**src/common/rvFrontPkg.sv**
```systemverilog
`default_nettype none

package rvFrontPkg;

    localparam int xlen = 32;

    // rv32i major opcodes
    localparam logic [6:0] opLui    = 7'b0110111;
    localparam logic [6:0] opAuipc  = 7'b0010111;
    localparam logic [6:0] opJal    = 7'b1101111;
    localparam logic [6:0] opJalr   = 7'b1100111;
    localparam logic [6:0] opBranch = 7'b1100011;
    localparam logic [6:0] opLoad   = 7'b0000011;
    localparam logic [6:0] opStore  = 7'b0100011;
    localparam logic [6:0] opAluImm = 7'b0010011;
    localparam logic [6:0] opAluReg = 7'b0110011;

    typedef enum logic [3:0] {
        clsAluReg,
        clsAluImm,
        clsLoad,
        clsStore,
        clsBranch,
        clsJal,
        clsJalr,
        clsLui,
        clsAuipc,
        clsIllegal
    } opClass;

    // format views, msb first
    typedef struct packed {
        logic [6:0] funct7;
        logic [4:0] rs2;
        logic [4:0] rs1;
        logic [2:0] funct3;
        logic [4:0] rd;
        logic [6:0] opcode;
    } rFields;

    typedef struct packed {
        logic [11:0] imm;
        logic [4:0]  rs1;
        logic [2:0]  funct3;
        logic [4:0]  rd;
        logic [6:0]  opcode;
    } iFields;

    typedef struct packed {
        logic [6:0] immHi;
        logic [4:0] rs2;
        logic [4:0] rs1;
        logic [2:0] funct3;
        logic [4:0] immLo;
        logic [6:0] opcode;
    } sFields;

    typedef struct packed {
        logic       imm12;
        logic [5:0] imm10to5;
        logic [4:0] rs2;
        logic [4:0] rs1;
        logic [2:0] funct3;
        logic [3:0] imm4to1;
        logic       imm11;
        logic [6:0] opcode;
    } bFields;

    typedef struct packed {
        logic [19:0] imm; // bits 31..12 of the result
        logic [4:0]  rd;
        logic [6:0]  opcode;
    } uFields;

    typedef struct packed {
        logic       imm20;
        logic [9:0] imm10to1;
        logic       imm11;
        logic [7:0] imm19to12;
        logic [4:0] rd;
        logic [6:0] opcode;
    } jFields;

    typedef union packed {
        rFields rType;
        iFields iType;
        sFields sType;
        bFields bType;
        uFields uType;
        jFields jType;
    } instrWord;

    localparam instrWord nopInstr = 32'h0000_0013; // addi x0,x0,0

    typedef struct packed {
        logic [xlen-1:0] pc;
        instrWord        instr;
    } fetchPacket;

    typedef struct packed {
        logic            valid;
        logic [xlen-1:0] pc;
        opClass          cls;
        logic [4:0]      rd;
        logic [4:0]      rs1;
        logic [4:0]      rs2;
        logic            usesRs1;
        logic            usesRs2;
        logic            writesRd;
        logic [2:0]      funct3;
        logic [xlen-1:0] imm;    // already sign extended
    } decodedOp;

endpackage

`default_nettype wire

```
**src/decode/instrDecoder.sv**
```systemverilog
`default_nettype none

module instrDecoder (
    input  rvFrontPkg::fetchPacket        packet,
    input  logic                          packetValid,
    output rvFrontPkg::decodedOp          op,
    output logic                          jalRedirect,
    output logic [rvFrontPkg::xlen-1:0]   jalTarget
);
    import rvFrontPkg::*;

    instrWord        word;
    logic [xlen-1:0] iImm;
    logic [xlen-1:0] sImm;
    logic [xlen-1:0] bImm;
    logic [xlen-1:0] uImm;
    logic [xlen-1:0] jImm;
    logic            legalR;

    assign word = packet.instr;

    // immediates for every format, picked below by opcode
    assign iImm = {{20{word.iType.imm[11]}}, word.iType.imm};
    assign sImm = {{20{word.sType.immHi[6]}}, word.sType.immHi, word.sType.immLo};
    assign bImm = {{19{word.bType.imm12}}, word.bType.imm12, word.bType.imm11,
                   word.bType.imm10to5, word.bType.imm4to1, 1'b0};
    assign uImm = {word.uType.imm, 12'b0};
    assign jImm = {{11{word.jType.imm20}}, word.jType.imm20, word.jType.imm19to12,
                   word.jType.imm11, word.jType.imm10to1, 1'b0};

    // funct7 0100000 only for sub and sra
    assign legalR = (word.rType.funct7 == 7'b0000000) ||
                    (word.rType.funct7 == 7'b0100000 &&
                     (word.rType.funct3 == 3'b000 || word.rType.funct3 == 3'b101));

    always_comb begin
        op       = '0;
        op.valid = packetValid;
        op.pc    = packet.pc;
        op.cls   = clsIllegal;
        case (word.rType.opcode)
            opAluReg: begin
                op.cls     = legalR ? clsAluReg : clsIllegal;
                op.rd      = word.rType.rd;
                op.rs1     = word.rType.rs1;
                op.rs2     = word.rType.rs2;
                op.funct3  = word.rType.funct3;
                op.usesRs1 = 1'b1;
                op.usesRs2 = 1'b1;
                op.writesRd = 1'b1;
            end
            opAluImm, opLoad, opJalr: begin
                op.rd       = word.iType.rd;
                op.rs1      = word.iType.rs1;
                op.funct3   = word.iType.funct3;
                op.imm      = iImm;
                op.usesRs1  = 1'b1;
                op.writesRd = 1'b1;
                if (word.iType.opcode == opAluImm) begin
                    op.cls = clsAluImm;
                end else if (word.iType.opcode == opJalr) begin
                    op.cls = (word.iType.funct3 == 3'b000) ? clsJalr : clsIllegal;
                end else begin
                    // lb lh lw lbu lhu
                    op.cls = (word.iType.funct3 inside {3'b000, 3'b001, 3'b010,
                              3'b100, 3'b101}) ? clsLoad : clsIllegal;
                end
            end
            opStore: begin
                op.cls     = (word.sType.funct3 < 3'b011) ? clsStore : clsIllegal;
                op.rs1     = word.sType.rs1;
                op.rs2     = word.sType.rs2;
                op.funct3  = word.sType.funct3;
                op.imm     = sImm;
                op.usesRs1 = 1'b1;
                op.usesRs2 = 1'b1;
            end
            opBranch: begin
                // funct3 010 and 011 are unassigned
                op.cls     = (word.bType.funct3[2:1] == 2'b01) ? clsIllegal : clsBranch;
                op.rs1     = word.bType.rs1;
                op.rs2     = word.bType.rs2;
                op.funct3  = word.bType.funct3;
                op.imm     = bImm;
                op.usesRs1 = 1'b1;
                op.usesRs2 = 1'b1;
            end
            opLui, opAuipc: begin
                op.cls      = (word.uType.opcode == opLui) ? clsLui : clsAuipc;
                op.rd       = word.uType.rd;
                op.imm      = uImm;
                op.writesRd = 1'b1;
            end
            opJal: begin
                op.cls      = clsJal;
                op.rd       = word.jType.rd;
                op.imm      = jImm;
                op.writesRd = 1'b1;
            end
            default: op.cls = clsIllegal;
        endcase
        if (op.cls == clsIllegal) begin
            op.writesRd = 1'b0; // illegal ops never create a hazard
            op.usesRs1  = 1'b0;
            op.usesRs2  = 1'b0;
        end
    end

    // jal resolved here, target needs no register value
    assign jalRedirect = packetValid && (word.jType.opcode == opJal);
    assign jalTarget   = packet.pc + jImm;

endmodule

`default_nettype wire

```
**config.mk**
```make
export PLATFORM = sky130hd
export DESIGN_NAME = instrDecoder
export DESIGN_NICKNAME = d
export VERILOG_FILES = /design/src/common/rvFrontPkg.sv /design/src/decode/instrDecoder.sv
export SDC_FILE = /design/constraint.sdc
export NUM_CORES = 1
export LEC_CHECK = 0
export ABC_AREA = 1
export CORE_MARGIN = 1.5
export CORE_UTILIZATION = 54
export DETAILED_ROUTE_END_ITERATION = 10
export DONT_BUFFER_PORTS = 1
export PLACE_DENSITY = 0.74
export RECOVER_POWER = 25
export SLEW_MARGIN = 25
export SYNTH_ARGS = -nofsm -noshare
export SYNTH_HDL_FRONTEND = slang
export SYNTH_SLANG_ARGS = --single-unit
```
**constraint.sdc**
```tcl
create_clock -name vclk -period 1.6
set_input_delay 0.16 -clock vclk [all_inputs]
set_output_delay 0.16 -clock vclk [all_outputs]
set_load 0.01 [all_outputs]
```
==> Word level (Yosys, flattened, before mapping) <==
Index checks and enable logic that the tools add are counted.
{ "word_totals": {"register_bits": 0, "inputBits": 65, "output_inout_bits": 123, "elab_cells": 48} }
{ "classes": {"addsub": 1, "magnitude_cmp": 1, "eq_ne": 16, "muxes": 18, "n_reduce_logical": 12} }
{ "op_table": {"columns": ["operator", "count"], "rows": [
  ["32-bit case mux with 5 select lines", 1],
  ["32-bit adder", 1],
  ["4-bit two-way mux", 8],
  ["7-bit by 6-bit == test with 1-bit output (second input constant)", 4],
  ["4-bit case mux with 6 select lines", 1],
  ["7-bit == test (second input constant)", 3],
  ["5-bit two-way mux", 3],
  ["7-bit by 5-bit == test with 1-bit output (second input constant)", 2],
  ["7-bit by 2-bit == test with 1-bit output (second input constant)", 1],
  ["7-bit zero test", 1],
  ["7-bit OR reduction", 1],
  ["3-bit == test (second input constant)", 2],
  ["3-bit two-way mux", 2],
  ["3-bit OR reduction", 2],
  ["6-bit OR reduction", 1],
  ["5-bit nonzero test", 1],
  ["4-bit == test (second input constant)", 1],
  ["3-bit by 1-bit == test with 1-bit output (second input constant)", 1],
  ["3-bit by 2-bit == test with 1-bit output (second input constant)", 1],
  ["3-bit zero test", 1],
  ["3-bit by 2-bit < comparator with 1-bit output (second input constant)", 1],
  ["1-bit two-way mux", 3],
  ["2-bit by 1-bit == test with 1-bit output (second input constant)", 1],
  ["1-bit logical AND", 2],
  ["other kinds (2)", 3]
]} }

==> Longest topological paths before layout <==
{ "depth": {"ltp_word": 8, "depth_mapped": 12, "ltp_nobuf": 12} }

==> Least setup slack after synthesis <==
OpenSTA, ideal clock, no wires.
{ "synth_timing": {"path_kind": "input -> output", "start": "input port packet[21] (netlist name)", "end": "output port jalTarget[17] (netlist name)", "t_arrival_ps": 1588, "required_time_ps": 1440, "path_slack_ps": -148, "stages": 9, "n_path_buf": 0, "cell_sequence": "ha_1 > fa_1 > nand2_1 > nand3_1 > nand2_1 > inv_1 > a21o_1 > a21oi_1 > xnor2_1"} }
{ "synth_via": {"elab_chain_cells": 1} }
{ "synth_rtl": {"columns": ["item", "line", "source"], "rows": [
  ["start, declared", "instrDecoder.sv:4", "input rvFrontPkg::fetchPacket packet,"],
  ["32-bit adder", "instrDecoder.sv:111", "assign jalTarget = packet.pc + jImm;"],
  ["end, declared", "instrDecoder.sv:8", "output logic [rvFrontPkg::xlen-1:0] jalTarget"]
]} }
No other way between the ends.

==> Worst setup path after layout <==
Ends and elaborated chain as after synthesis.

==> out/results.tsv <==
metric	value	unit
status	finished with violations	
violated checks	negative setup slack	
mux cell area share after synthesis	0	%
initial antenna violation count	0	
Area after DPL	0.003482	mm^2
Fillers	320	
Top Metal Used	met4	
Reg area	0	um^2
relative slew slack	70.22	%
DR DRC count	0	
PwrDens	398.8	mW/mm^2
ant diodes	0	
Final Power	1.788	mW
post-synthesis sequential area ratio	0	%
CORE AREA	0.005205	mm^2
vias in the first global route	3604	
Initial DRC Count	471	
worst-margin pin slew	442.0	ps
Hold Fails Final Rpt	0	
Layout clock buffers	0	
fin. max-slew vios	0	
Static Leak	2.181	nW
pin count of the biggest net entering global routing	15	
average wire per standard cell	19.31	um
Syn Nets	652	
Synth Area in Adders	13.36	%
setup violators final	19	
dpl cells	679	
post-route cell area	0.004482	mm^2
Max-Cap Viols	0	
port bufs	0	
Worst Path Required	1440	ps
CP startpoint kind	primary input	
Final Net Count	721	
synth cell count leaders	130 x nand2_1, 83 x nor2_1, 76 x inv_1	
most numerous cell in the Yosys netlist	nand2_1	
Setup WS pre-CTS	-340.1	ps
Top Ports	188	
main area contributors after synthesis	nand2_1 16%, ha_1 13%, nor2_1 11%, inv_1 9.6%, buf_4 8.6%	
Worst setup EP type	primary output	
routed wl met3	1.567	mm
Worst Path Class, Setup	in2out	
Die H	77.03	um
RSZ-0062 raised after global routing	yes	
Layout Cells excl Fill	693	
Die Footprint	0.005933	mm^2
Area Overhead vs Synth	51.46	%
Starting Density	56.85	%
HPWL after DPL	9.091	mm
fmax	0.5857	GHz
gpl congestion	1.036	
synth unique cells	33	
first-pass GRT wire length	17.06	mm
Syn. warnings	0	
post-synth top area share	16.49	%
Synth Instances	556	
xor/xnor cell area share of the yosys netlist	5.624	%
hold buffer count at CTS	0	
PnR worst setup slack	-107.4	ps
simple-gate portion of the synthesized area	42.33	%
largest family of logic cells by synthesized area	simple AND/OR/NAND/NOR gates	
via count	4345	
Tightest Hold Check Type	in2out	
Post-DRT Antenna Nets	0	
layout cells sized above 1	47.83	%
die width	77.03	um
Synth Area in Compound Gates	18.90	%
Tot GR Track Use	34.50	%
sequential cells	0	
cell taking the most area after synthesis	nand2_1	
GRT overflow	0	
largest fanout on the critical path	3	
Syn Area/Cell	5.322	um^2
Tmin final	1707	ps
mapped cell area	0.002959	mm^2
WL met2	6.214	mm
WL final	13.38	mm
maximum vdd drop	338.2	uV
Metal-1 WL	4.881	mm
Final Cycle Share	106.7	%
CP Data Arrival Time	1550	ps
first drt pass iteration count	5	
cell row count	26	
vias per std cell	6.270	
## critical path: stages
cell	delay, ps
ha_4	140
fa_2	340
nand2_2	80
nand3_2	80
nand2_4	110
inv_4	50
a21o_4	240
a21oi_4	180
xnor2_2	160
## per-stage QoR
step / setup TNS, ps / hold slack [ps] / utilization (%)
6_report: -753.8 / 320.0 / 86.11
5_1_grt: -2212 / 320.0 / 86.11
4_1_cts: -440.2 / 320.1 / 73.08
3_5_place_dp: -3118 / 320.1 / 66.90
3_3_place_gp: -2812 / 320.1 / 66.90
2_1_floorplan: -23.77 / 407.1 / -
## layer usage
layer / vias to the layer above / global-route usage (%)
li1: 1918 / -
met1: 1949 / 46.40
met2: 388 / 58.50
met3: 90 / 4.286
met4: 0 / 7.636
met5: - / 0
## cells in the final DEF, fill, tap and decap left out, drive strengths merged
cell / n
o211ai: 1
o22ai: 6
a21oi: 40
fa: 1
inv: 83
o21a: 2
nand3: 45
ha: 30
nor3: 11
o21bai: 2
or2: 1
xnor2: 3
nor4: 1
nand2: 134
a21o: 2
o221ai: 1
nand3b: 3
nor2: 89
nand4: 5
buf: 103
a21boi: 1
o21ai: 43
xor2: 16
## final timing paths
kind  startpoint             to  cells after the start
max   packet[21]  jalTarget[17]                      9
min   packet[60]         op[85]                      0
## power breakdown
| part | internal (mW) | leakage, nW | total [mW] | switching (mW) |
|---|---|---|---|---|
| logic | 0.763 | 2.18 | 1.79 | 1.02 |
| clock network | 0 | 0 | 0 | 0 |
| registers | 0 | 0 | 0 | 0 |
| total | 0.763 | 2.18 | 1.79 | 1.02 |
## cell type report
| type | instances | area, um^2 | share of cell area (%) |
|---|---|---|---|
| tap | 70 | 87.58 | 1.954 |
| inverter | 83 | 314.1 | 7.007 |
| multi-input combinational | 437 | 3287 | 73.34 |
| timing repair buffer | 103 | 793.3 | 17.70 |
## what timing repair did
| action | CTS | global route |
|---|---|---|
| buffers inserted | 1 | 13 |
| pin swaps | 19 | 42 |
| resized for setup | 84 | 133 |
| endpoints found under the setup margin | 25 | 47 |
| gates cloned | 0 | 0 |
## kinds of logic (layout without fill, tap and decap cells)
group,count (synthesis),in the layout
AOI/OAI and AO/OA,98,98
xor gates and xnor gates,19,19
adders and majority gates,31,31
buffers and inverters,119,186
and+or+nand+nor,289,289
(Power assumes the default switching activity.)
