==> src/common/rvFrontPkg.sv <==
`default_nettype none

package rvFrontPkg;

    localparam int xlen = 32;

    // rv32i major opcodes
    localparam logic [6:0] opLui    = 7'b0110111;
    localparam logic [6:0] opAuipc  = 7'b0010111;
    localparam logic [6:0] opJal    = 7'b1101111;
    localparam logic [6:0] opJalr   = 7'b1100111;
    localparam logic [6:0] opBranch = 7'b1100011;
    localparam logic [6:0] opLoad   = 7'b0000011;
    localparam logic [6:0] opStore  = 7'b0100011;
    localparam logic [6:0] opAluImm = 7'b0010011;
    localparam logic [6:0] opAluReg = 7'b0110011;

    typedef enum logic [3:0] {
        clsAluReg,
        clsAluImm,
        clsLoad,
        clsStore,
        clsBranch,
        clsJal,
        clsJalr,
        clsLui,
        clsAuipc,
        clsIllegal
    } opClass;

    // format views, msb first
    typedef struct packed {
        logic [6:0] funct7;
        logic [4:0] rs2;
        logic [4:0] rs1;
        logic [2:0] funct3;
        logic [4:0] rd;
        logic [6:0] opcode;
    } rFields;

    typedef struct packed {
        logic [11:0] imm;
        logic [4:0]  rs1;
        logic [2:0]  funct3;
        logic [4:0]  rd;
        logic [6:0]  opcode;
    } iFields;

    typedef struct packed {
        logic [6:0] immHi;
        logic [4:0] rs2;
        logic [4:0] rs1;
        logic [2:0] funct3;
        logic [4:0] immLo;
        logic [6:0] opcode;
    } sFields;

    typedef struct packed {
        logic       imm12;
        logic [5:0] imm10to5;
        logic [4:0] rs2;
        logic [4:0] rs1;
        logic [2:0] funct3;
        logic [3:0] imm4to1;
        logic       imm11;
        logic [6:0] opcode;
    } bFields;

    typedef struct packed {
        logic [19:0] imm; // bits 31..12 of the result
        logic [4:0]  rd;
        logic [6:0]  opcode;
    } uFields;

    typedef struct packed {
        logic       imm20;
        logic [9:0] imm10to1;
        logic       imm11;
        logic [7:0] imm19to12;
        logic [4:0] rd;
        logic [6:0] opcode;
    } jFields;

    typedef union packed {
        rFields rType;
        iFields iType;
        sFields sType;
        bFields bType;
        uFields uType;
        jFields jType;
    } instrWord;

    localparam instrWord nopInstr = 32'h0000_0013; // addi x0,x0,0

    typedef struct packed {
        logic [xlen-1:0] pc;
        instrWord        instr;
    } fetchPacket;

    typedef struct packed {
        logic            valid;
        logic [xlen-1:0] pc;
        opClass          cls;
        logic [4:0]      rd;
        logic [4:0]      rs1;
        logic [4:0]      rs2;
        logic            usesRs1;
        logic            usesRs2;
        logic            writesRd;
        logic [2:0]      funct3;
        logic [xlen-1:0] imm;    // already sign extended
    } decodedOp;

endpackage

`default_nettype wire

==> src/decode/hazardUnit.sv <==
`default_nettype none

module hazardUnit (
    input  rvFrontPkg::decodedOp idOp,
    input  rvFrontPkg::decodedOp exOp,
    output logic                 stall
);
    import rvFrontPkg::*;

    logic exIsLoad;
    logic rs1Hit;
    logic rs2Hit;

    // load in ex with a real destination, x0 never forwards anything
    assign exIsLoad = exOp.valid && (exOp.cls == clsLoad) &&
                      exOp.writesRd && (exOp.rd != 5'd0);

    assign rs1Hit = idOp.usesRs1 && (idOp.rs1 == exOp.rd);
    assign rs2Hit = idOp.usesRs2 && (idOp.rs2 == exOp.rd);

    // one bubble, the load leaves ex next cycle
    assign stall = idOp.valid && exIsLoad && (rs1Hit || rs2Hit);

endmodule

`default_nettype wire

==> config.mk <==
export PLATFORM = sky130hd
export DESIGN_NAME = hazardUnit
export DESIGN_NICKNAME = d
export VERILOG_FILES = /design/src/common/rvFrontPkg.sv /design/src/decode/hazardUnit.sv
export SDC_FILE = /design/constraint.sdc
export NUM_CORES = 1
export LEC_CHECK = 0
export ABC_AREA = 1
export BUFFER_PORTS_ARGS = -buffer_cell sky130_fd_sc_hd__buf_2
export CAP_MARGIN = 20
export CORE_AREA = 2 2 70 72
export DETAILED_ROUTE_END_ITERATION = 16
export DIE_AREA = 0 0 72 74
export PLACE_DENSITY_LB_ADDON = 0.12
export SKIP_LAST_GASP = 1
export SYNTH_ARGS = -nofsm -noshare
export SYNTH_HDL_FRONTEND = slang
export SYNTH_SLANG_ARGS = --single-unit
export TNS_END_PERCENT = 20
==> constraint.sdc <==
create_clock -name vclk -period 0.8
set_clock_uncertainty 0.05 [all_clocks]
set_input_delay 0.12 -clock vclk [all_inputs]
set_output_delay 0.12 -clock vclk [all_outputs]
set_load 0.01 [all_outputs]
# Yosys cells after proc, flatten, opt, wreduce, memory -nomap -nowiden
# Index checks and enable logic that the tools add are counted.
totals:
  ff_bits: 0
  latch_bits: 0
  mem_bits_rw: 0
  romBits: 0
  inputBits: 180
  out_inout_bits: 1
  wordCells: 12
  n_memories: 0
op_classes:
  addsub: 0
  n_mul: 0
  n_div: 0
  magnitude_cmp: 0
  eq_ne: 3
  n_shift: 0
  mux: 0
  n_bitwise: 0
  n_reduce_logical: 9
op_table:
  columns: ["cell", "n"]
  rows:
  - ["equality test 5 bit", 2]
  - ["logical AND 1 bit", 7]
  - ["nonzero test 5 bit", 1]
  - ["equality test 4 x 2 -> 1 bit (second input constant)", 1]
  - ["logical OR 1 bit", 1]

# Longest topological paths before layout
# Gate-level depths: netlist of the first run.
logic_depth:
  depth_word: 6
  mapped_depth: 6
  depth_no_buf: 6

# Least setup slack after synthesis of the first run
# No wires, ideal clock.
synth_timing:
  kind: "input -> output"
  startpoint: "input port idOp[42] (netlist name)"
  endpoint: "output port stall"
  t_arrival_ns: 0.615
  t_required_ns: 0.630
  setup_slack_ns: 0.015
  stages: 6
  n_path_buf: 0
  path_cell_list: "inv_1 > nand2_1 > nand2_2 > nor2_2 > nand3_1 > a21oi_1"
synth_via:
  elab_chain_cells: 4
synth_lines:
  columns: ["item", "line_no", "text"]
  rows:
  - ["start, declared", "hazardUnit.sv:4", "input rvFrontPkg::decodedOp idOp,"]
  - ["equality test 5 bit", "hazardUnit.sv:19", "assign rs2Hit = idOp.usesRs2 && (idOp.rs2 == exOp.rd);"]
  - ["logical AND 1 bit", "hazardUnit.sv:19", null]
  - ["logical OR 1 bit", "hazardUnit.sv:22", "assign stall = idOp.valid && exIsLoad && (rs1Hit || rs2Hit);"]
  - ["logical AND 1 bit", "hazardUnit.sv:22", null]
  - ["end, declared", "hazardUnit.sv:6", "output logic stall"]
# No other way between the ends.

# Final worst setup path of the first run
layout_timing:
  startpoint: "input port exOp[50] (netlist name)"
  endpoint: "output port stall"
layout_via:
  elab_chain_cells: 4
  word_cells_on_any_way: 9
  classes_between: "eq/ne (2); reduce/logical (7)"
layout_lines:
  columns: ["item", "line_no", "text"]
  rows:
  - ["start, declared", "hazardUnit.sv:5", "input rvFrontPkg::decodedOp exOp,"]
  - ["equality test 5 bit (tied with other cells)", "hazardUnit.sv:18", "assign rs1Hit = idOp.usesRs1 && (idOp.rs1 == exOp.rd);"]
  - ["logical AND 1 bit, on equally long branches", "hazardUnit.sv:18, hazardUnit.sv:16, hazardUnit.sv:19", null]
  - ["logical OR 1 bit / logical AND 1 bit (equally long branches)", "hazardUnit.sv:22", null]
  - ["logical AND 1 bit (*)", "hazardUnit.sv:22", null]
# Mark *: on every way between the ends. The rest lies on a longest branch, timed or not.

==> results.md, run 1 <==
- # setup viols final: 1
- Clock power frac: 0%
- Power density over the cells: about 430 nW/um^2
- Hold_ws: about 0.56 ns
- Synthesis Warnings: 0
- Area occupied by registers: 0 um^2
- Port bufs: 25
- GRT Util Overall: under 10%
- Sequential power share: 0%
- Switching pwr: 0.128 mW
- Vias in the first global route: 371
- Comb power frac: 100.0%
- Crit-path max FO: 4
- Core area: ~4600 um^2
- Avg Inst Size Synth: between 4 and 5 um^2
- Slew Limit Fails: 0
- Fmax: 997 MHz
- Commonest non-fill, non-tap cell in the layout: nand2_2
- Cell count after synthesis: between 50 and 60
- Post-route worst setup slack: -0.203 ns
- Placed cell count: between 100 and 150
- First-pass GRT wire length: between 1500 and 2000 um
- Status: finished, violations left
- Worst VDD drop: 0.000150 V
- Max-slew headroom: around nine tenths
- Period utilization: 125%
- Start point of the critical path: exOp[50]
- Most used cell, CP: nand2_2
- DRC Markers: 0
- Hold Vio Cnt, Final: 0
- Die width: a little over 70 um
- Final Cell Area: between 600 and 700 um^2
- Final Power: 0.275 mW
- Synthesized cell area: approximately 250 um^2
- Std cell rows: 25
- Die footprint: approximately 5300 um^2
- Vias per inst: approximately 3
- DPL Wire Length: 956 um
- DR pass1 iterations: 2
- Placed inst area: around 440 um^2
- P_int: 0.147 mW
- Antenna cells: 0
- Syn nets: roughly 240
- Post-synthesis sequential area ratio: 0%
- Nets: roughly 270
- Multi-input gate area: approximately 300 um^2
- 1st-iter DRT viols: 4
- Share of cells above drive strength 1: between 70% and 80%
- RSZ-0062 raised after global routing: yes
- FF+latch count: 0
- CP required: approximately 0.63 ns
- Final Non-Filler Cells: around 140
- Type of origin of the critical path: input pin
- Filler Cell Count: roughly 520
- Hold crit path type: in -> out
- Type of the worst setup path: in -> out
- Die Ht: around 74 um
- Netlist cell types: 10
- Antenna viol nets, final: 0
- Setup_tns: -0.203 ns
- Switching part of the total: a little under half
- Slew @ Worst Pin: around 0.14 ns
- Failing checks: negative setup slack
- Initial antenna violation count: 0
- Dpl ws: -0.252 ns
- Min Clock Period, post-route: between 1 and 1.5 ns
- GPL Wtd Cong: between 0.6 and 0.7
- Final Util: between 10% and 20%
- Vias: ~410
- Initial Util: 5.36%
- Most frequent cells in the layout: nand2_2, buf_2, buf_6, inv_1, nand2_1
- Post-DR wirelength/cell: ~8 um
- Setup crit end kind: output pin
- Ports: approximately 180
- Number of setup buffers added after CTS: 0
- CP max stage cell: nor2_2
- Area delta synth->final: 160%
- Global route total overflow: 0
- Worst path max stage delay: about 0.13 ns
- CLK BUF: 0
- Hold path start: exOp[53]
- Pin count of the biggest net entering global routing: 5
- Worst path cell trace: buf_8 -> inv_4 -> nand2_2 -> nand2_2 -> nor2_2 -> nand3_2 -> a21oi_2 -> buf_2
- Critical path arrival: approximately 0.83 ns
- P_leak: 0.317 nW
- Max cap viols: 0
- Drt total wl: roughly 1100 um
[power groups by stage]
stage | combinational (mW) | clock (mW) | sequential [mW]
after floorplan | 0.0761 | 0 | 0
after global placement | 0.165 | 0 | 0
after detailed placement | 0.165 | 0 | 0
after CTS | 0.186 | 0 | 0
after global routing | 0.305 | 0 | 0
final | 0.275 | 0 | 0
[synth_stat cells]
| cell type | count | share of area (%) |
|---|---|---|
| inv_1 | 9 | 14 |
| nor3_1 | 1 | 2.0 |
| inv_2 | 5 | 7.6 |
| nand3_1 | 4 | 8.1 |
| a21oi_1 | 1 | 2.0 |
| nand2_1 | 26 | 40 |
| nor2_1 | 7 | 11 |
| nor3b_1 | 2 | 6.1 |
| nand2_2 | 3 | 7.6 |
| nor2_2 | 1 | 2.5 |
[what timing repair did]
action                     CTS  global route
pin swaps                    7            18
setup endpoints to repair    1             1
gates resized for setup     11            48
hold buffers                 0             0
[per-layer routing]
layer	global-route usage, %	wire length (um)	vias up
li1	-	-	222
met1	5.76	548	179
met2	6.07	519	13
met3	0.136	33	0
met4	0	0	0
met5	0	0	-
[critical path, delay by kind of cell]
| family | cells | cell delay, ns |
|---|---|---|
| AND/OR/NAND/NOR | 4 | 0.33 |
| buffers and inverters | 3 | 0.25 |
| AO/OA/AOI/OAI | 1 | 0.12 |
[area by class of cell]
| class | instances | area share [%] |
|---|---|---|
| multi-input cells | 45 | 46.4 |
| well taps | 54 | 10.5 |
| repair buffers | 25 | 33.3 |
| inverters | 14 | 9.75 |
[cells by family (layout without fill, tap and decap cells)]
group | count (synthesis) | after routing | share of synthesized area, %
AND/OR/NAND/NOR | 44 | 44 | 76.6
AO/OA/AOI/OAI | 1 | 1 | 2.03
buffers and inverters | 14 | 39 | 21.3
[path summary, 6_finish.rpt]
kind	to	slack [ns]	cells after the start
worst min-delay path	stall	0.56	5
worst max-delay path	stall	-0.20	8
Note: power is estimated with default switching activity, not from simulation.
==> inputs of run 2 (changes only) <==
==> constraint.sdc (replaced) <==
create_clock -name vclk -period 0.86
set_clock_uncertainty 0.05 [all_clocks]
set_input_delay 0.172 -clock vclk [all_inputs]
set_output_delay 0.172 -clock vclk [all_outputs]
set_load 0.01 [all_outputs]
==> run 2 against run 1 <==
Compared with the run above:
- the flow still finishes with violations (negative setup slack)
- worst setup slack got worse by 0.085 ns
- via count fell by 4.3%
- count of clock-buffer cells in the layout did not move
- critical path depth fell by 1
- cell count did not move
- die area did not move
- combinational power fell by 26%
- power fell by 26%
- sequential cell count did not move
- core utilization fell by 2.1 points
- first-iteration DRC count rose by 50%
- largest power group unchanged
==> results.md, run 2 (synthesis gave the netlist of run 1 again) <==
- Critical path arrival: 0.93 ns (was 0.83 ns)
- Type of origin of the critical path: input pin (unchanged)
- Initial Util: 5.36% (unchanged)
- Setup crit end kind: output pin (unchanged)
- # setup viols final: 1 (unchanged)
- CLK BUF: 0 (unchanged)
- Slew @ Worst Pin: 0.187 ns (was 0.138 ns)
- Max-slew headroom: 87.5% (was 90.8%)
- Global route total overflow: 0 (unchanged)
- Placed cell count: 138 (unchanged)
- Filler Cell Count: 535 (was 524)
- First-pass GRT wire length: 1690 um (was 1640 um)
- Core area: 4600 um^2 (unchanged)
- Number of setup buffers added after CTS: 0 (unchanged)
- Nets: 266 (unchanged)
- DRC Markers: 0 (unchanged)
- Vias in the first global route: 393 (was 371)
- Antenna cells: 0 (unchanged)
- Area occupied by registers: 0 um^2 (unchanged)
- 1st-iter DRT viols: 6 (was 4)
- Most frequent cells in the layout: nand2_1, buf_2, buf_6, inv_2, nand2_2 (was nand2_2, buf_2, buf_6, inv_1, nand2_1)
- Commonest non-fill, non-tap cell in the layout: nand2_1 (was nand2_2)
- Hold_ws: 0.682 ns (was 0.556 ns)
- Share of cells above drive strength 1: 53.6% (was 78.6%)
- RSZ-0062 raised after global routing: yes (unchanged)
- Worst VDD drop: 0.0000629 V (was 0.000150 V)
- Initial antenna violation count: 0 (unchanged)
- Dpl ws: -0.334 ns (was -0.252 ns)
- Fmax: ~870 MHz
- Ports: 181 (unchanged)
- Die width: 72 um (unchanged)
- GRT Util Overall: 3.85% (was 3.71%)
- Antenna viol nets, final: 0 (unchanged)
- Drt total wl: 1080 um (was 1100 um)
- Final Non-Filler Cells: 138 (unchanged)
- FF+latch count: 0 (unchanged)
- Max cap viols: 0 (unchanged)
- Post-DR wirelength/cell: 7.80 um (was 7.98 um)
- Area delta synth->final: 121% (was 160%)
- Post-route worst setup slack: -0.287 ns (was -0.203 ns)
- Hold Vio Cnt, Final: 0 (unchanged)
- DPL Wire Length: 1020 um (was 956 um)
- Die Ht: 74 um (unchanged)
- Pin count of the biggest net entering global routing: 5 (unchanged)
- Crit-path max FO: 4 (unchanged)
- Port bufs: 25 (unchanged)
- Type of the worst setup path: in -> out (unchanged)
- Min Clock Period, post-route: 1.15 ns
- Failing checks: negative setup slack (unchanged)
- Status: finished, violations left (unchanged)
- DR pass1 iterations: 2 (unchanged)
- P_leak: 0.300 nW (was 0.317 nW)
- Slew Limit Fails: 0 (unchanged)
- CP required: 0.64 ns (was 0.63 ns)
- Std cell rows: 25 (unchanged)
- Vias: 396 (was 414)
- Die footprint: 5330 um^2 (unchanged)
- Vias per inst: 2.87 (was 3.00)
- Setup_tns: -0.287 ns (was -0.203 ns)
- Hold crit path type: in -> out (unchanged)
- Power density over the cells: 372 nW/um^2 (was 428 nW/um^2)
- Period utilization: 133%
- GPL Wtd Cong: 0.751 (was 0.669)
run 2: worst max-delay path, stage by stage:
cell and delay (ns):
buf_8 0.10, nand2_1 0.05, nand2_1 0.07, nor2_2 0.12
nand3_1 0.09, a21oi_2 0.17, buf_2 0.15
run 2: path summary, 6_finish.rpt:
| check | startpoint | end | slack, ns | cells past startpoint |
|---|---|---|---|---|
| setup / recovery | exOp[50] | stall | -0.29 | 7 |
| hold / removal | exOp[56] | stall | 0.68 | 5 |
run 2: layer usage:
layer / routed length [um] / vias up / global-route usage, %
met5: 0 / - / 0
met4: 0 / 0 / 0
met3: 130 / 0 / 1.49
met2: 430 / 18 / 5.66
met1: 517 / 155 / 5.68
li1: - / 223 / -
run 2: metrics by stage:
step | utilization [%] | total power, mW | instance area, um^2
after floorplan | - | 0.0713 | 250
after global placement | 9.63 | 0.154 | 443
after detailed placement | 9.63 | 0.155 | 443
after CTS | 11.0 | 0.185 | 507
after global routing | 11.9 | 0.225 | 546
final | 11.9 | 0.203 | 546
run 2: final cells by class:
| cell class | instances | area (um^2) | area share, % |
|---|---|---|---|
| Timing Repair Buffer | 25 | 208 | 38.1 |
| Tap cell | 54 | 67.6 | 12.4 |
| Inverter | 14 | 55.1 | 10.1 |
| Multi-Input combinational cell | 45 | 215 | 39.4 |
run 2: report_power, final:
group,switching [mW],internal [mW]
Combinational,0.0882,0.114
Sequential,0,0
Clock,0,0
Total,0.0882,0.114
run 2: timing repair:
action / CTS / global route
endpoints found under the setup margin: 1 / 1
resized for setup: 16 / 12
hold buffers: 0 / 0
pin swaps: 9 / 14
