==> config.mk <==
export PLATFORM = sky130hd
export DESIGN_NAME = ifIdRegister
export DESIGN_NICKNAME = d
export VERILOG_FILES = /design/src/common/rvFrontPkg.sv /design/src/fetch/ifIdRegister.sv
export SDC_FILE = /design/constraint.sdc
export NUM_CORES = 1
export LEC_CHECK = 0
export ABC_AREA = 1
export BUFFER_PORTS_ARGS = -buffer_cell sky130_fd_sc_hd__buf_2
export CAP_MARGIN = 20
export CORE_ASPECT_RATIO = 0.5
export CORE_UTILIZATION = 50
export DETAILED_ROUTE_END_ITERATION = 16
export GPL_ROUTABILITY_DRIVEN = 0
export PLACE_DENSITY_LB_ADDON = 0.08
export SYNTH_ARGS = -nofsm -noshare
export SYNTH_HDL_FRONTEND = slang
export SYNTH_SLANG_ARGS = --single-unit
==> constraint.sdc <==
create_clock -name clk -period 1.8 [get_ports clk]
set_clock_uncertainty 0.1 [all_clocks]
set_input_delay 0.27 -clock clk [delete_from_list [all_inputs] [get_ports clk]]
set_output_delay 0.27 -clock clk [all_outputs]
set_load 0.005 [all_outputs]
==> src/common/rvFrontPkg.sv <==
`default_nettype none

package rvFrontPkg;

    localparam int xlen = 32;

    // rv32i major opcodes
    localparam logic [6:0] opLui    = 7'b0110111;
    localparam logic [6:0] opAuipc  = 7'b0010111;
    localparam logic [6:0] opJal    = 7'b1101111;
    localparam logic [6:0] opJalr   = 7'b1100111;
    localparam logic [6:0] opBranch = 7'b1100011;
    localparam logic [6:0] opLoad   = 7'b0000011;
    localparam logic [6:0] opStore  = 7'b0100011;
    localparam logic [6:0] opAluImm = 7'b0010011;
    localparam logic [6:0] opAluReg = 7'b0110011;

    typedef enum logic [3:0] {
        clsAluReg,
        clsAluImm,
        clsLoad,
        clsStore,
        clsBranch,
        clsJal,
        clsJalr,
        clsLui,
        clsAuipc,
        clsIllegal
    } opClass;

    // format views, msb first
    typedef struct packed {
        logic [6:0] funct7;
        logic [4:0] rs2;
        logic [4:0] rs1;
        logic [2:0] funct3;
        logic [4:0] rd;
        logic [6:0] opcode;
    } rFields;

    typedef struct packed {
        logic [11:0] imm;
        logic [4:0]  rs1;
        logic [2:0]  funct3;
        logic [4:0]  rd;
        logic [6:0]  opcode;
    } iFields;

    typedef struct packed {
        logic [6:0] immHi;
        logic [4:0] rs2;
        logic [4:0] rs1;
        logic [2:0] funct3;
        logic [4:0] immLo;
        logic [6:0] opcode;
    } sFields;

    typedef struct packed {
        logic       imm12;
        logic [5:0] imm10to5;
        logic [4:0] rs2;
        logic [4:0] rs1;
        logic [2:0] funct3;
        logic [3:0] imm4to1;
        logic       imm11;
        logic [6:0] opcode;
    } bFields;

    typedef struct packed {
        logic [19:0] imm; // bits 31..12 of the result
        logic [4:0]  rd;
        logic [6:0]  opcode;
    } uFields;

    typedef struct packed {
        logic       imm20;
        logic [9:0] imm10to1;
        logic       imm11;
        logic [7:0] imm19to12;
        logic [4:0] rd;
        logic [6:0] opcode;
    } jFields;

    typedef union packed {
        rFields rType;
        iFields iType;
        sFields sType;
        bFields bType;
        uFields uType;
        jFields jType;
    } instrWord;

    localparam instrWord nopInstr = 32'h0000_0013; // addi x0,x0,0

    typedef struct packed {
        logic [xlen-1:0] pc;
        instrWord        instr;
    } fetchPacket;

    typedef struct packed {
        logic            valid;
        logic [xlen-1:0] pc;
        opClass          cls;
        logic [4:0]      rd;
        logic [4:0]      rs1;
        logic [4:0]      rs2;
        logic            usesRs1;
        logic            usesRs2;
        logic            writesRd;
        logic [2:0]      funct3;
        logic [xlen-1:0] imm;    // already sign extended
    } decodedOp;

endpackage

`default_nettype wire

==> src/fetch/ifIdRegister.sv <==
`default_nettype none

module ifIdRegister (
    input  logic                   clk,
    input  logic                   rstN,
    input  rvFrontPkg::fetchPacket fetchIn,
    input  logic                   fetchValid,
    input  logic                   stall,
    input  logic                   flush,
    output rvFrontPkg::fetchPacket fetchOut,
    output logic                   outValid
);
    import rvFrontPkg::*;

    // stage holds a canonical nop whenever it is empty after reset or flush
    always_ff @(posedge clk or negedge rstN) begin
        if (!rstN) begin
            fetchOut.pc    <= '0;
            fetchOut.instr <= nopInstr;
            outValid       <= 1'b0;
        end else if (flush) begin
            // wrong-path word, replace with nop
            fetchOut.pc    <= '0;
            fetchOut.instr <= nopInstr;
            outValid       <= 1'b0;
        end else if (stall) begin
            fetchOut <= fetchOut; // decode retries the same word
            outValid <= outValid;
        end else if (fetchValid) begin
            fetchOut <= fetchIn;
            outValid <= 1'b1;
        end else begin
            outValid <= 1'b0; // no fetch this cycle, contents are stale
        end
    end

endmodule

`default_nettype wire

=== Yosys cells after proc, flatten, opt, wreduce, memory -nomap -nowiden ===
Cells that the tools add are included.

* Logic and storage cells: 12
* Input bits: 69
* Bits in registers: 65
* Output and inout bits: 65

* Muxes and demuxes: 6
* Reductions and logical operators: 2
* Equality and inequality tests: 1

{| class="wikitable"
|+ Operators with widths
! cell !! number
|-
| $mux W64 || 3
|-
| $mux W1 || 3
|-
| $ne A2 B1 Y1 const B || 1
|-
| $reduce_and A2 Y1 || 1
|-
| $reduce_bool A2 Y1 || 1
|}

=== Depth between registers and ports, before layout ===
Gate-level depths: netlist (run 1).

* Word-level depth: 3
* Gate-level depth with buffers: 6
* Depth with buffers taken out: 5

=== Worst setup path before layout (run 1) ===
Ideal clock, no wire load.

* Path type: input port to flip-flop
* Start: input port fetchValid
* End: register fetchOut[17] (netlist bit)
* Path buffers: 3
* Setup time: 118 ps
* Cell stages on the path: 6
* Arrival time: 809 ps
* Data required time: 1582 ps
* Slack: 772 ps
* Cell sequence: buf_4 > nand2_2 > buf_6 > buf_6 > nand3_1 > nand2_1

* Cells in the longest elaborated chain, start to end: 2

{| class="wikitable"
|+ Ends and longest elaborated chain
! element !! line !! source
|-
| start: declaration || ifIdRegister.sv:7 || <nowiki>input logic fetchValid,</nowiki>
|-
| $reduce_bool A2 Y1 (no line) || - ||
|-
| $reduce_and A2 Y1 (no line) || - ||
|-
| end signal: assignment || ifIdRegister.sv:27 || <nowiki>fetchOut <= fetchOut;</nowiki>
|-
| end signal: assignment || ifIdRegister.sv:30 || <nowiki>fetchOut <= fetchIn;</nowiki>
|-
| end: declaration || ifIdRegister.sv:10 || <nowiki>output rvFrontPkg::fetchPacket fetchOut,</nowiki>
|}

Every way passes these cells.
A chain may end at the register's enable or synchronous reset.

=== Worst setup path after layout (run 1) ===
* Start: register fetchOut[0] (netlist bit)
* End: output port fetchOut[0] (netlist bit)

No word-level cell between the ends.

==> summary.md, run 1 <==
| Metric | Value |
|---|---|
| Status | completed |
| CTS sink count | 65 |
| PwrDens | between 900 and 1000 mW/mm^2 |
| Critical path origin | fetchOut[0] |
| Worst Path Max Fanout | 2 |
| Largest cells by area after synthesis | dfrtp_1 (55%), nand4_1 (13%), nand3_1 (11%), nand2_1 (9.0%), buf_2 (2.8%) |
| Die ar. | 0.00599 mm^2 |
| Syn_area_per_cell | between 9 and 10 um^2 |
| Hold Crit Class | input port to flop |
| Final hold violations | 0 |
| Root Buffer | clkbuf_16 |
| Slowest stage delay, CP | roughly 0.53 ns |
| Reg-to-Reg End | fetchOut[0] |
| Crit path cell chain | buf_2 |
| DR top layer | met4 |
| Fin nets | 489 |
| Area Growth Syn to Fin | 34.0% |
| Async S/R FF share, synth | 100% |
| Vias | 2748 |
| Type of origin of the critical path | flop |
| GRT Util Overall | between 20% and 30% |
| Post-synth top cells | nand2_1 (68), nand3_1 (65), dfrtp_1 (62), nand4_1 (61), buf_2 (16) |
| Yosys warning count | 0 |
| Post-CTS Setup Inserts | 0 |
| # IOs | 134 |
| F_max | about 760 MHz |
| Max Cap Viol | 0 |
| Comb power frac | 10.8% |
| Die Y | around 55 um |
| Yosys top cell by area | dfrtp_1 |
| Synthesized instance count | 299 |
| # DRC | 0 |
| Worst path top cell family by delay | flip-flops |
| Port buffer count | between 100 and 150 |
| Switch share | 22.5% |
| Clock Pin Slew Worst Setup and Hold Paths | roughly 0.050 ns |
| Initial Utilization | 54.7% |
| WL met1 | a little over 3000 um |
| Reg2reg path depth | 2 |
| P_leak | 2.23 nW |
| Die Wd | about 110 um |
| Min Hold Slack | slightly above 0.1 ns |
| Clk network pwr share | 46.1% |
| Largest net degree at the start of global routing | between 60 and 70 |
| Synth unique cells | 13 |
| GRT overflow | 0 |
| # setup viols final | 0 |
| Routed wl met3 | 603 um |
| Setup_tns | 0 ns |
| CTS H-tree lvls | 3 |
| Critical path data arrival time | 0.94 ns |
| Dpl hpwl | about 4700 um |
| Clk_lat worst skew | between 0.3 and 0.4 ns |
| Share of cells above drive strength 1 | between 30% and 40% |
| Worst hold start | fetchIn[11] |
| Post-Place Cell Area | ~0.0035 mm^2 |
| Peak supply drop | ~0.65 mV |
| Sw power | around 0.00083 W |
| Fin area | roughly 0.0038 mm^2 |
| Seq pwr share | 43.1% |
| Ant diodes | 0 |
| DR WL met2 | approximately 3500 um |
| Final wirelength | just over 7000 um |
| WS Path Type | flop to output pin |
| CP Capture Point | fetchOut[0] |
| Clock Path Buffers | 2 |
| Synthesized Nets | ~370 |
| Rows | 18 |
| Internal Pwr Total | between 0.002 and 0.003 W |
| Period utilization | between 70% and 80% |
| Iter 0 DRT Violations | about 210 |
| WL/cell | between 10 and 15 um |
| Final Max Tran Viols | 0 |
| Crit path buffers/inverters | 1 |
| Sequential share of the synthesized area | 57.5% |
| RSZ-0062 raised after global routing | false |
| CTS tree | built |
| Most frequent cell after synthesis | nand2_1 |
| Final min period | ~1.3 ns |
| RR Startpoint | fetchOut[0] |
| Cell Area, Synth | roughly 0.0028 mm^2 |
| Predominant post-synthesis flop cell | dfrtp_1 |
| Routed Antenna Nets | 0 |
| Synth top area share | 54.7% |
| Vias in the first global route | ~2500 |
| Reg2Reg Setup Slack | 0.94 ns |
| DR vias/cell | between 5 and 6 |
| Area of the core | around 0.0052 mm^2 |
| Slew margin rel. | between 70% and 80% |
| Cell at the slowest stage of the critical path | dfstp_2 |
| CP Capture Type | output pin |
| Cell depth of the worst setup path | 1 |
| Least-Margin Pin Slew | 0.385 ns |
| First-pass GRT wire length | 11600 um |
| Drt pass-1 iters | 4 |
| Number of flops mapped to enable cells by yosys | 0 |
| Yosys reg bits | 65 |
| Initial antenna violation count | 0 |
| Cts bufs inserted | 9 |
| Required @ worst endpoint | 1.43 ns |
## cell families after synthesis
| group | Yosys count | share of synthesized area (%) |
|---|---|---|
| buf+inv | 35 | 7.46 |
| simple gates | 198 | 34.8 |
| flops | 65 | 57.5 |
| compound gates | 1 | 0.176 |
## cells in the final DEF, fill, tap and decap left out, drive strengths merged
cell type    netlist  final
inv                2      1
bufinv             0      1
dfstp              3      3
dlygate4sd3        0      1
clkinv             0      3
o21ai              1      1
dfrtp             62     62
nand3             65     65
clkbuf             7     12
nand4             61     61
buf               26    142
nand2             69     69
or2                3      3
## worst min-delay path by stage
stage | end | slack, ns | cells after the start
global placement | fetchOut[42] | 0.21 | 2
detailed placement | fetchOut[39] | 0.21 | 2
global route | outValid | 0.1 | 2
floorplan | fetchOut[10] | -0.13 | 0
finish | fetchOut[11] | 0.10 | 3
CTS | outValid | 0.09 | 2
## metal layers
metal / up-vias / track usage (%)
li1: 1302 / -
met1: 1334 / 33.1
met2: 110 / 40.0
met3: 2 / 7.67
met4: 0 / 6.95
met5: - / 0
## flip-flops by register name, summed over array words and instances (netlist names)
name,flops
fetchOut,64
outValid,1
## power by group through the flow
stage	combinational [W]	clock [W]	sequential, W
2_1_floorplan	0.000184	0	0.00161
3_3_place_gp	0.000385	0	0.00160
3_5_place_dp	0.000397	0	0.00160
4_1_cts	0.000400	0.00172	0.00158
5_1_grt	0.000441	0.00179	0.00159
6_report	0.000396	0.00169	0.00158
## through the flow
stage | instances | power [W] | util [%] | setup slack (ns)
after global routing | 494 | 0.00382 | 73.3 | 0.458
after CTS | 494 | 0.00370 | 73.3 | 0.469
final | 494 | 0.00367 | 73.3 | 0.486
after floorplan | 299 | 0.00179 | - | 0.772
after detailed placement | 478 | 0.00200 | 67.4 | 0.450
after global placement | 478 | 0.00198 | 67.4 | 0.516
## area by class of cell
class	count	area [um^2]
flip-flops and latches	65	1630
fillers	411	1380
multi-input cells	199	992
repair buffers	143	781
clock buffers	12	256
well taps	70	87.6
clock inverters	3	40.0
inverters	2	8.76
## what timing repair did
| item | in CTS | in global routing |
|---|---|---|
| hold buffers | 1 | 0 |
| endpoints found under the hold margin | 62 | 0 |
| resized for setup | 0 | 0 |
(Power assumes the default switching activity.)
==> run 2, diff against run 1 <==
- CORE_UTILIZATION: 50 -> 46
- clock period: 1.8 -> 1.3 ns (I/O delays scaled with it)
==> run 2 against run 1 <==
Net effect: largest cell class unchanged; critical path type unchanged; routed wire length about the same; via count down 1.4%; worst setup slack got worse by 0.44 ns; largest power group unchanged; die area up 8.4%.
==> summary.md, run 2 (same netlist as run 1, synthesis figures left out) <==
| Metric | Value |
|---|---|
| # DRC | 0 (unchanged) |
| Period utilization | between 90% and 100% |
| GRT Util Overall | 23.4% (-1.6 points) |
| CTS tree | built |
| Largest net degree at the start of global routing | 73 (+11%) |
| Worst path top cell family by delay | flip-flops |
| Power, Total | 0.00516 W (+41%) |
| Ant diodes | 0 (unchanged) |
| Critical path data arrival time | 0.96 ns (+0.02 ns) |
| Initial antenna violation count | 0 (unchanged) |
| Die Wd | 113 um (+4.2%) |
| Rows | 19 (+1) |
| Slew margin rel. | 76.5% (+2.2 points) |
| Drt pass-1 iters | 4 (unchanged) |
| Final Max Tran Viols | 0 (unchanged) |
| Vias | 2709 (-1.4%) |
| Required @ worst endpoint | 1.00 ns (-0.43 ns) |
| WL/cell | 14.4 um (-0.95%) |
| Share of cells above drive strength 1 | 38.7% (+0.52 points) |
| Least-Margin Pin Slew | 0.352 ns (-0.0330 ns) |
| Final min period | ~1.3 ns |
| Max Cap Viol | 0 (unchanged) |
| Peak supply drop | 0.605 mV (-7.7%) |
| Clock Pin Slew Worst Setup and Hold Paths | 0.06 ns (about the same) |
| Area of the core | 0.00571 mm^2 (+10%) |
| Clk_lat worst skew | 0.33 ns (+0.02 ns) |
| Fin nets | 490 (+0.20%) |
| Type of origin of the critical path | flop |
| Dpl hpwl | 4610 um (-2.7%) |
| Slowest stage delay, CP | 0.53 ns (about the same) |
| Post-CTS Setup Inserts | 0 (unchanged) |
| Port buffer count | 133 (unchanged) |
| # setup viols final | 0 (unchanged) |
| # IOs | 134 (unchanged) |
| Worst hold start | fetchIn[3] |
| Crit path buffers/inverters | 1 (unchanged) |
| Die Y | 57.5 um (+4.1%) |
| RR Startpoint | fetchOut[4] |
| Final wirelength | 7170 um (about the same) |
| Status | completed |
| Commonest non-fill, non-tap cells in the layout | buf_2 (133), nand2_1 (68), nand3_1 (65) |
| Cts bufs inserted | 9 (unchanged) |
| Root Buffer | clkbuf_16 |
| WS Path Type | flop to output pin |
| Commonest non-fill, non-tap cell in the layout | buf_2 |
| Hold Crit Class | input port to flop |
| Setup_tns | 0 ns (unchanged) |
| P_leak | 2.24 nW (+0.50%) |
| Crit path cell chain | buf_2 |
| Largest register FFs | 64 (unchanged) |
| Final hold violations | 0 (unchanged) |
| Cell at the slowest stage of the critical path | dfstp_2 |
| Area Growth Syn to Fin | 35.6% |
| F_max | roughly 800 MHz |
| First-pass GRT wire length | 11600 um (-0.36%) |
| CP Capture Type | output pin |
| RSZ-0062 raised after global routing | false |
| Critical path origin | fetchOut[1] |
| Largest regs | fetchOut (64), outValid (1) |
| CTS sink count | 65 (unchanged) |
| PwrDens | 1340 mW/mm^2 (+39%) |
| Routed Antenna Nets | 0 (unchanged) |
| GRT overflow | 0 (unchanged) |
| Initial Utilization | 49.7% (-5.0 points) |
| CTS H-tree lvls | 3 (unchanged) |
| Top reg by flops | fetchOut |
| DR vias/cell | 5.43 (-2.4%) |
| Iter 0 DRT Violations | 236 (+14%) |
| Die ar. | 0.00650 mm^2 (+8.4%) |
| Resized cells post-CTS | 0 (unchanged) |
| Worst Path Max Fanout | 2 (unchanged) |
| Clock Path Buffers | 2 (unchanged) |
| Vias in the first global route | 2428 (-4.2%) |
-- run 2: cell count changes in the layout (fill, tap and decap cells not counted) --
cell and change:
buf_4 -1, clkinv_4 +2, clkbuf_1 -1, clkinv_2 -1, clkbuf_8 -1, buf_12 +2
clkinvlp_4 +2
-- run 2: path summary, 6_finish.rpt --
path | endpoint | slack [ns] | depth (start not counted)
min in group asynchronous | fetchOut[41] | 0.32 | 3
min reg2reg | fetchOut[0] | 0.39 | 2
max | fetchOut[1] | 0.05 | 1
min | fetchOut[3] | 0.01 | 3
max in group asynchronous | fetchOut[4] | 0.43 | 3
max reg2reg | fetchOut[4] | 0.46 | 2
-- run 2: timing repair --
action,CTS,global route
setup endpoints to repair,0,0
hold endpoints to repair,62,0
hold buffers,1,0
-- run 2: cell type report --
| cell class | instances | area (um^2) |
|---|---|---|
| Sequential cell | 65 | 1630 |
| Clock buffer | 10 | 239 |
| Inverter | 2 | 8.76 |
| Tap cell | 73 | 91.3 |
| Multi-Input combinational cell | 199 | 992 |
| Fill cell | 472 | 1860 |
| Clock inverter | 6 | 67.6 |
| Timing Repair Buffer | 144 | 813 |
-- run 2: worst register-to-register path: stages, from the launching register on --
cell and delay, ns:
dfstp_2 0.53, nand3_1 0.08, nand2_1 0.08
-- run 2: stage by stage --
step                      hold WS (ns)  std cells  utilization [%]  area (um^2)  worst slack (ns)
after CTS                      0.00453        499             67.3         3840            0.0295
after global routing           0.00706        499             67.3         3840            0.0212
after floorplan                 -0.201        299                -         2830             0.347
after detailed placement         0.139        482             61.8         3530             0.198
after global placement           0.135        482             61.8         3530             0.225
final                           0.0109        499             67.3         3840            0.0468
-- run 2: routing by layer --
metal | part of all wire, % | up-vias | GRT usage (%)
li1 | - | 1311 | -
met1 | 46 | 1296 | 31.2
met2 | 47 | 98 | 36.5
met3 | 6.5 | 4 | 9.03
met4 | 0.52 | 0 | 5.64
met5 | 0 | - | 0
-- run 2: power by group --
part | switching [W] | total (W) | leakage, nW | internal, W
Sequential | 0.0000544 | 0.00219 | 0.873 | 0.00213
Clock | 0.000878 | 0.00241 | 0.145 | 0.00154
Combinational | 0.000317 | 0.000557 | 1.22 | 0.000240
Total | 0.00125 | 0.00516 | 2.24 | 0.00391
